<file path="src/source/tau_cfg_pkg.sv">
// ====================
// Size constants for one systolic array cell datapath
// Changing VSIZE or DATA_BW changes every link port width
// LINK_FIFO_DEPTH must be at least 1
// ====================

package tau_cfg_pkg;

	// ====================
	// Datapath shape
	// ====================

	// Number of data lanes carried by one vector
	localparam int VSIZE = 4;

	// Width of one lane in bits
	localparam int DATA_BW = 8;

	// ====================
	// Link buffering
	// ====================

	// Entries held by the shared bidirectional queue
	// One entry per vector in flight across both directions
	// Deeper queues only add latency tolerance
	// They do not change ordering
	localparam int LINK_FIFO_DEPTH = 4;

endpackage

</file>
<file path="src/source/tau_link_pkg.sv">
// ====================
// Types carried on the cell link
// Lane 0 is packed in the most significant position
// The direction tag sits above the lane vector in a FIFO entry
// ====================

package tau_link_pkg;

	import tau_cfg_pkg::*;

	// ====================
	// Direction tag
	// ====================

	// Selects the destination of a buffered vector
	// DIR_FWD goes to destination 0
	// DIR_REV goes to destination 1
	typedef enum logic {
		DIR_FWD = 1'b0,
		DIR_REV = 1'b1
	} dir_t;

	// ====================
	// Lane vector
	// ====================

	// VSIZE lanes of DATA_BW bits each
	// Ascending lane range puts lane 0 at the top bits
	// Same packing order as the older unpacked lane ports
	typedef logic [0:VSIZE-1][DATA_BW-1:0] lane_vec_t;

	// ====================
	// Queue entry
	// ====================

	// Word stored in the link FIFO
	// Tag first so it lands in the MSB of the entry
	typedef struct packed {
		dir_t      dir;
		lane_vec_t vec;
	} link_entry_t;

endpackage

</file>
<file path="src/source/sync_fifo.sv">
// ====================
// Register array FIFO with rdy/ack on both sides
// Input ack may depend combinationally on out_ack when full
// Head entry is always visible on out_data while out_rdy is high
// ====================

module sync_fifo
	import tau_cfg_pkg::*;
	import tau_link_pkg::*;
#(
	parameter int  DEPTH   = LINK_FIFO_DEPTH,
	parameter type entry_t = link_entry_t
) (
	input  logic   clk,
	input  logic   rst_n,

	// Write side
	input  logic   in_rdy,
	output logic   in_ack,
	input  entry_t in_data,

	// Read side
	output logic   out_rdy,
	input  logic   out_ack,
	output entry_t out_data
);

	// ====================
	// Local sizes
	// ====================

	// Pointer needs at least one bit even for a single entry
	localparam int PTR_BW = (DEPTH > 1) ? $clog2(DEPTH) : 1;

	// Count must reach DEPTH itself
	localparam int CNT_BW = $clog2(DEPTH + 1);

	// ====================
	// Storage and state
	// ====================

	// Entry registers
	entry_t mem [DEPTH];

	// Next slot to write
	logic [PTR_BW-1:0] wr_ptr;

	// Current head slot
	logic [PTR_BW-1:0] rd_ptr;

	// Number of valid entries
	logic [CNT_BW-1:0] count;

	// Status flags
	logic full;
	logic empty;

	// Handshake strobes
	logic push;
	logic pop;

	// ====================
	// Pointer step
	// ====================

	// Advance with wrap at DEPTH
	// Works for depths that are not a power of two
	function automatic logic [PTR_BW-1:0] next_ptr(input logic [PTR_BW-1:0] ptr);
		logic [PTR_BW-1:0] nxt;
		if (ptr == PTR_BW'(DEPTH - 1)) begin
			nxt = '0;
		end else begin
			nxt = ptr + 1'b1;
		end
		return nxt;
	endfunction

	// ====================
	// Flags and handshake
	// ====================

	always_comb begin
		// Both flags straight from the count
		full  = (count == CNT_BW'(DEPTH));
		empty = (count == '0);

		// Head is offered whenever something is stored
		out_rdy = !empty;
		pop     = out_rdy && out_ack;

		// A pop in this cycle frees a slot for the writer
		// so a full queue still takes a new entry then
		in_ack = in_rdy && (!full || pop);
		push   = in_ack;
	end

	// Head goes out directly from the array
	// Value is meaningless while empty
	assign out_data = mem[rd_ptr];

	// ====================
	// Write pointer
	// ====================

	always_ff @(posedge clk or negedge rst_n) begin
		if (!rst_n) begin
			wr_ptr <= '0;
		end else if (push) begin
			wr_ptr <= next_ptr(wr_ptr);
		end
	end

	// ====================
	// Read pointer
	// ====================

	always_ff @(posedge clk or negedge rst_n) begin
		if (!rst_n) begin
			rd_ptr <= '0;
		end else if (pop) begin
			rd_ptr <= next_ptr(rd_ptr);
		end
	end

	// ====================
	// Occupancy
	// ====================

	// Push plus pop in one cycle leaves the count as it is
	always_ff @(posedge clk or negedge rst_n) begin
		if (!rst_n) begin
			count <= '0;
		end else begin
			case ({push, pop})
				2'b10: count <= count + 1'b1;
				2'b01: count <= count - 1'b1;
				default: count <= count;
			endcase
		end
	end

	// ====================
	// Entry registers
	// ====================

	// Payload only, no reset
	// Written slot becomes visible at the head one cycle later
	always_ff @(posedge clk) begin
		if (push) begin
			mem[wr_ptr] <= in_data;
		end
	end

endmodule

</file>
<file path="src/source/bidir_fifo.sv">
// ====================
// Bidirectional link FIFO for one systolic cell
// Forward source wins when both sources request together
// One shared queue keeps a global order, so the head blocks both directions
// ====================

module bidir_fifo
	import tau_cfg_pkg::*;
	import tau_link_pkg::*;
(
	input  logic      clk,
	input  logic      rst_n,

	// Forward source
	input  logic      src0_rdy,
	output logic      src0_ack,
	input  lane_vec_t src0_data,

	// Reverse source
	input  logic      src1_rdy,
	output logic      src1_ack,
	input  lane_vec_t src1_data,

	// Forward destination
	output logic      dst0_rdy,
	input  logic      dst0_ack,

	// Reverse destination
	output logic      dst1_rdy,
	input  logic      dst1_ack,

	// Data shared by both destinations
	output lane_vec_t dst_data
);

	// ====================
	// Internal handshakes
	// ====================

	// Merged write side of the queue
	logic        src_rdy;
	logic        src_ack;
	link_entry_t src_entry;

	// Read side of the queue
	logic        dst_rdy;
	logic        dst_ack;
	link_entry_t dst_entry;

	// ====================
	// Merge front
	// ====================

	// Request towards the queue from either source
	assign src_rdy = src0_rdy || src1_rdy;

	// Fixed priority select of the entry
	always_comb begin
		if (src0_rdy) begin
			// Forward source has priority
			src_entry.dir = DIR_FWD;
			src_entry.vec = src0_data;
		end else begin
			// Reverse source only when forward is idle
			// Contents are ignored when neither requests
			src_entry.dir = DIR_REV;
			src_entry.vec = src1_data;
		end
	end

	// Acks back to the sources
	always_comb begin
		// Forward takes every accept while it requests
		src0_ack = src0_rdy && src_ack;

		// Reverse waits out any forward request
		// Its data must stay stable until this goes high
		src1_ack = src1_rdy && !src0_rdy && src_ack;
	end

	// ====================
	// Shared queue
	// ====================

	// Tagged vectors wait here in acceptance order
	sync_fifo #(
		.DEPTH   (LINK_FIFO_DEPTH),
		.entry_t (link_entry_t)
	) u_fifo (
		.clk      (clk),
		.rst_n    (rst_n),
		.in_rdy   (src_rdy),
		.in_ack   (src_ack),
		.in_data  (src_entry),
		.out_rdy  (dst_rdy),
		.out_ack  (dst_ack),
		.out_data (dst_entry)
	);

	// ====================
	// Direction split
	// ====================

	// Head tag picks exactly one destination
	always_comb begin
		dst0_rdy = dst_rdy && (dst_entry.dir == DIR_FWD);
		dst1_rdy = dst_rdy && (dst_entry.dir == DIR_REV);
	end

	// Only the addressed destination can ack
	// since the other one never sees rdy
	assign dst_ack = dst0_ack || dst1_ack;

	// Lane vector of the head goes to both destinations
	// Valid only while one of the destination rdys is high
	assign dst_data = dst_entry.vec;

endmodule

</file>
<file path="config.mk">
export PLATFORM = sky130hd
export DESIGN_NAME = bidir_fifo
export DESIGN_NICKNAME = d
export VERILOG_FILES = /design/src/source/tau_cfg_pkg.sv /design/src/source/tau_link_pkg.sv /design/src/source/sync_fifo.sv /design/src/source/bidir_fifo.sv
export SDC_FILE = /design/constraint.sdc
export NUM_CORES = 1
export LEC_CHECK = 0
export BUFFER_PORTS_ARGS = -buffer_cell sky130_fd_sc_hd__buf_2
export CORE_MARGIN = 1.5
export CORE_UTILIZATION = 30
export CTS_CLUSTER_DIAMETER = 200
export DETAILED_ROUTE_END_ITERATION = 7
export PLACE_DENSITY_LB_ADDON = 0.3
export SYNTH_ARGS = -nofsm -noshare
export SYNTH_HDL_FRONTEND = slang
export SYNTH_SLANG_ARGS = --single-unit
</file>
<file path="constraint.sdc">
create_clock -name clk -period 2.4 [get_ports clk]
set_input_delay 0.6 -clock clk [delete_from_list [all_inputs] [get_ports clk]]
set_output_delay 0.6 -clock clk [all_outputs]
set_load 0.02 [all_outputs]
</file>
## After elaboration in Yosys (flattened, before gate mapping)

Memories as Yosys holds them, arrays and structs flattened.
Cells that the tools add are included.

- Register bits after elaboration: 7
- Output and inout bits: 36
- ROM bits: 0
- Memories: 1
- Word-level logic and storage cells: 35
- Input port bits: 70
- Bits in latches: 0
- Memory bits (writable): 132

- Multiply operators: 0
- Add/sub/neg operators: 4
- Div/mod/pow operators: 0
- Bitwise gates (word level): 1
- Mux-type cells: 6
- Reduce and logical (&&, ||, !) cells: 15
- Equality and inequality tests: 5
- $lt $le $gt $ge: 0
- Shifts and indexed selects: 0

Memory list:

| name | words | width | read ports | clocked after memory_dff | wr ports | RTL line | RTL |
|---|---|---|---|---|---|---|---|
| u_fifo.mem | 4 | 33 | 1 | 0 | 1 | sync_fifo.sv:43 | `entry_t mem [DEPTH];` |

Operators by type and width:

| kind | number |
|---|---|
| 33-bit 2-to-1 mux | 1 |
| 1-bit logical AND | 7 |
| 2-bit equality test, second input constant | 3 |
| 3-bit case mux with 2 select lines | 1 |
| 2-bit by 1-bit adder with 2-bit output, second input constant | 2 |
| 2-bit 2-to-1 mux | 2 |
| 3-bit by 1-bit adder with 3-bit output, second input constant | 1 |
| 3-bit equality test, second input constant | 1 |
| 1-bit zero test | 3 |
| 3-bit zero test | 1 |
| 1-bit logical OR | 3 |
| 3-bit by 1-bit subtractor with 3-bit output, second input constant | 1 |
| 2-bit by 1-bit equality test with 1-bit output, second input constant | 1 |
| 1-bit 2-to-1 mux | 2 |
| 2-bit nonzero test | 1 |
| 1-bit inverter | 1 |

## Depth between registers and ports, before layout

- Depth after elaboration: 7
- Gate-level depth with buffers: 9
- Gate-level depth less buffers: 8

## Cells and area by module

Synthesis repeated with hierarchy kept, for this count alone.

- Cells, all modules: 268
- Area total of the unflattened synthesis: 5858.1 um2

Modules (own cells, without submodules):

| module | times used | seq. area each (um2) | cells each | area each (um2) |
|---|---|---|---|---|
| sync_fifo | 1 | 4139.0 | 225 | 5293.8 |
| bidir_fifo | 1 | 0.0 | 43 | 564.3 |

## Least setup slack after synthesis

OpenSTA, ideal clock, no wires.

- Path kind: input to register
- Start: input port src0_rdy
- End: memory u_fifo.mem[0][0] (netlist bit), enable pin
- Library setup time: 393 ps
- Required time: 2007 ps
- Data arrival time: 1866 ps
- Stages on the path: 4
- Path slack: 141 ps
- Path buffers: 1
- Path through: buf_2 -> nor2_1 -> a31oi_4 -> and2_1

- Cells in the longest elaborated chain, start to end: 4

RTL lines:

| what | RTL line | RTL |
|---|---|---|
| start, declared | bidir_fifo.sv:15 | `input logic src0_rdy,` |
| 1-bit logical OR | bidir_fifo.sv:55 | `assign src_rdy = src0_rdy \|\| src1_rdy;` |
| 1-bit logical AND | sync_fifo.sv:93 | `in_ack = in_rdy && (!full \|\| pop);` |
| 1-bit 2-to-1 mux | sync_fifo.sv:149 | `if (push) begin` |
| 1-bit 2-to-1 mux (not written as such) | sync_fifo.sv:150 | `mem[wr_ptr] <= in_data;` |
| end, declared | sync_fifo.sv:43 |  |

Every way passes these cells.

==> flow_metrics.py <==
metrics = {
    "route": {
        "post_drt_wl_per_cell_um": 18.58,
        "drt_iter0_markers": 126,
        "vias": 2905,
        "viasPerCell": 4.589,
        "dr.pass1.iters": 4,
        "ant_nets": 0,
        "drc_errors": 0,
        "wl_um": 11760,
    },
    "cells_and_area": {
        "final_cells": 633,
        "fin_nets": 463,
        "nFillCells": 1721,
        "diodes": 0,
        "area_growth_pct": 30.75,
        "final_core_util_pct": 39.92,
        "drive_gt1_share_pct": 58.15,
    },
    "sta": {
        "rsz0062_at_grt": "true",
        "fin_crit_sh_pct": 100.3,
        "timing.final.ws_setup_ps": -7.129,
        "fin_worst_skew_ps": 9.548,
        "setup_viol": 4,
        "hold_violations": 0,
        "fmax_mhz": 415.4,
        "period_needed_ps": 2407,
        "maxSlewViolCount": 0,
        "max_slew_margin_pct": 34.51,
        "worst_pin_slew_ps": 982.4,
    },
    "floorplanning": {
        "die_w_um": 140.7,
        "coreArea_mm2": 0.01864,
        "io_pins": 106,
        "dieArea_mm2": 0.01981,
        "fp-row-count": 50,
        "dieHeight_um": 140.7,
        "initial_core_util_pct": 30.53,
    },
    "hold_path": {
        "hp-start": "src1_data[3]",
        "hold_path_class": "primary input to flop",
    },
    "pwr": {
        "power.share.sequential_pct": 36.3,
        "p_int_w": 0.007004,
        "p_leak_nw": 2.703,
        "p_switching_w": 0.003159,
        "sw_frac_of_total_pct": 31.08,
        "p_comb_share_pct": 38.4,
        "p_per_area_mw_per_mm2": 1366,
        "ir_drop_mv": 0.5404,
        "pwr-share-clk_pct": 25.4,
    },
    "grt": {
        "grt_overflow": 0,
        "grt_usage_pct": 12.49,
        "antenna_found_initial": 0,
        "grt_pass1_wl_um": 17710,
        "grt_max_degree": 34,
        "grt_pass1_vias": 3044,
    },
    "cts": {
        "clkLatencyLatePin_ps": 420,
        "path_clk_slew_ps": 60,
        "cts.sinks": 139,
        "cts_tree": "done",
        "clk_path_buf_depth": 2,
        "h-tree-depth": 4,
        "cts-buffers-inserted": 17,
        "cts_root_buffer": "clkbuf_16",
    },
    "run": {
        "cap_violations": 0,
    },
    "synthesis": {
        "ys.flop_type": "edfxtp_1",
        "synth_area_mm2": 0.005692,
        "yosysTopAreaCellShare_pct": 69.64,
        "synth_seq_cells": 139,
        "seq_area_frac_synth_pct": 72.72,
        "yosys_warnings": 0,
        "synth-edff-count": 132,
        "syn_inst": 253,
        "syn_area_per_cell_um2": 22.50,
        "synthArstFlopShare_pct": 5.036,
        "yosysUniqueCellTypes": 24,
        "synth.net_count": 330,
        "synth_common_cells": "edfxtp_1 (132), mux2_2 (36), mux4_2 (29)",
        "synthTopCellsByArea": "edfxtp_1 (70%), mux4_2 (11%), mux2_2 (7.1%)",
        "yosysMostFrequentCell": "edfxtp_1",
        "synth_top_area_cell": "edfxtp_1",
    },
    "status": {
        "outcome": "finished, violations left",
        "violations": "negative setup slack",
    },
    "worst_setup_path": {
        "r2r-start": "u_fifo.count[0]$_DFFE_PN0P_",
        "crit_fanout": 6,
        "r2r.worst_path.cells": 7,
        "required_ps": 1800,
        "crit_end": "dst_data[20]",
        "r2r_end": "u_fifo.count[2]$_DFFE_PN0P_",
        "arrival_ps": 1810,
        "crit_type": "flop to primary output",
        "cp-start-kind": "flop",
        "critPathLaunch": "u_fifo.rd_ptr[0]$_DFFE_PN0P_",
        "reg2reg_slack_ps": 370,
        "end_kind": "primary output",
    },
    "placement": {
        "gp_congestion": 0.6911,
        "dp.cells": 590,
        "io_buffers": 105,
        "dp_hpwl_um": 7190,
    },
}
## flip-flops by register name, indices dropped and copies added, names as in the netlist
signal         count
u_fifo.count       3
u_fifo.mem       132
u_fifo.rd_ptr      2
u_fifo.wr_ptr      2
## cell usage in the layout, fill, tap and decap left out
cell and count:
and2_2 4, o2bb2ai_1 1, and3_1 1, bufinv_16 3
a31oi_4 1, nor2b_4 1, clkbuf_16 18, nor3_1 1
buf_16 3, clkinvlp_4 3, mux2_2 36, nor3_4 1
nor2_2 3, edfxtp_1 132, dfrtp_1 5, clkinv_4 1
buf_2 81, buf_12 5, mux4_2 30, clkbuf_1 1
clkinv_2 5, a31oi_1 1, buf_4 10, dfrtp_4 1
xor2_1 1, xnor2_1 2, inv_1 4, fa_1 1
nor2_1 4, ha_1 6, dlygate4sd3_1 1, buf_6 25
nand3_1 1, clkinv_1 2, mux4_1 3, dfrtp_2 1
## layer usage
layer	track usage (%)	vias up	routed length, um
li1	-	1319	-
met2	20.66	81	5914
met5	0	-	0
met4	5.208	0	178
met3	3.770	14	495
met1	15.28	1491	5173
## area by class of cell
class / count / area, um^2 / share of cell area (%)
well taps: 234 / 292.8 / 3.934
clock buffers: 18 / 429.2 / 5.767
multi-input cells: 98 / 1428 / 19.18
clock inverters: 14 / 153.9 / 2.068
flip-flops and latches: 139 / 4144 / 55.68
inverters: 4 / 15.01 / 0.2017
repair buffers: 126 / 979.7 / 13.16
## power by group through the flow
stage	clock network (W)	registers [W]	logic, W
after global placement	0	0.00377	0.00312
final	0.00258	0.00368	0.00390
after floorplan	0	0.00365	0.00224
after detailed placement	0	0.00381	0.00316
after global routing	0.00274	0.00375	0.00417
after CTS	0.00263	0.00369	0.00373
## what timing repair did
action                                 4_1_cts  5_1_grt
gates resized for setup                     29       25
buffers inserted                             5        2
endpoints found under the hold margin        2        0
setup endpoints to repair                   32       27
hold buffers                                 1        0
gates cloned                                 2        1
## per-stage QoR
step                TNS (ps)  hold slack (ps)  total power [W]  instance area [um^2]  worst slack, ps
floorplan                  0            304.4         0.005892                  5692            140.6
global placement           0            441.7         0.006893                  6531            120.0
detailed placement         0            448.8         0.006975                  6531            101.8
CTS                   -564.5            518.7          0.01006                  7323           -55.49
global route           -1439            531.1          0.01066                  7442           -83.29
finish                -15.62            534.5          0.01016                  7442           -7.129
## cell families (layout without fill, tap and decap cells)
family | count (synthesis) | in the layout | synth area share [%]
flops | 139 | 139 | 72.72
mux | 69 | 69 | 20.44
simple gates | 16 | 16 | 1.846
buf+inv | 16 | 162 | 2.220
fa+ha+maj | 7 | 7 | 1.671
compound gates | 3 | 3 | 0.6376
xor+xnor | 3 | 3 | 0.4617
## critical path, stage by stage (launching register included)
cell and delay (ps):
dfrtp_2 410, buf_12 150, buf_16 140, mux4_2 530, buf_6 150
## worst min path at each step
stage | depth (start not counted) | end
CTS | 2 | u_fifo.mem[3][15]$_DFFE_PP_
finish | 2 | u_fifo.mem[3][3]$_DFFE_PP_
global placement | 1 | u_fifo.count[0]$_DFFE_PN0P_
detailed placement | 1 | u_fifo.count[0]$_DFFE_PN0P_
global route | 2 | u_fifo.count[1]$_DFFE_PN0P_
floorplan | 0 | u_fifo.count[0]$_DFFE_PN0P_
(Power assumes the default switching activity.)
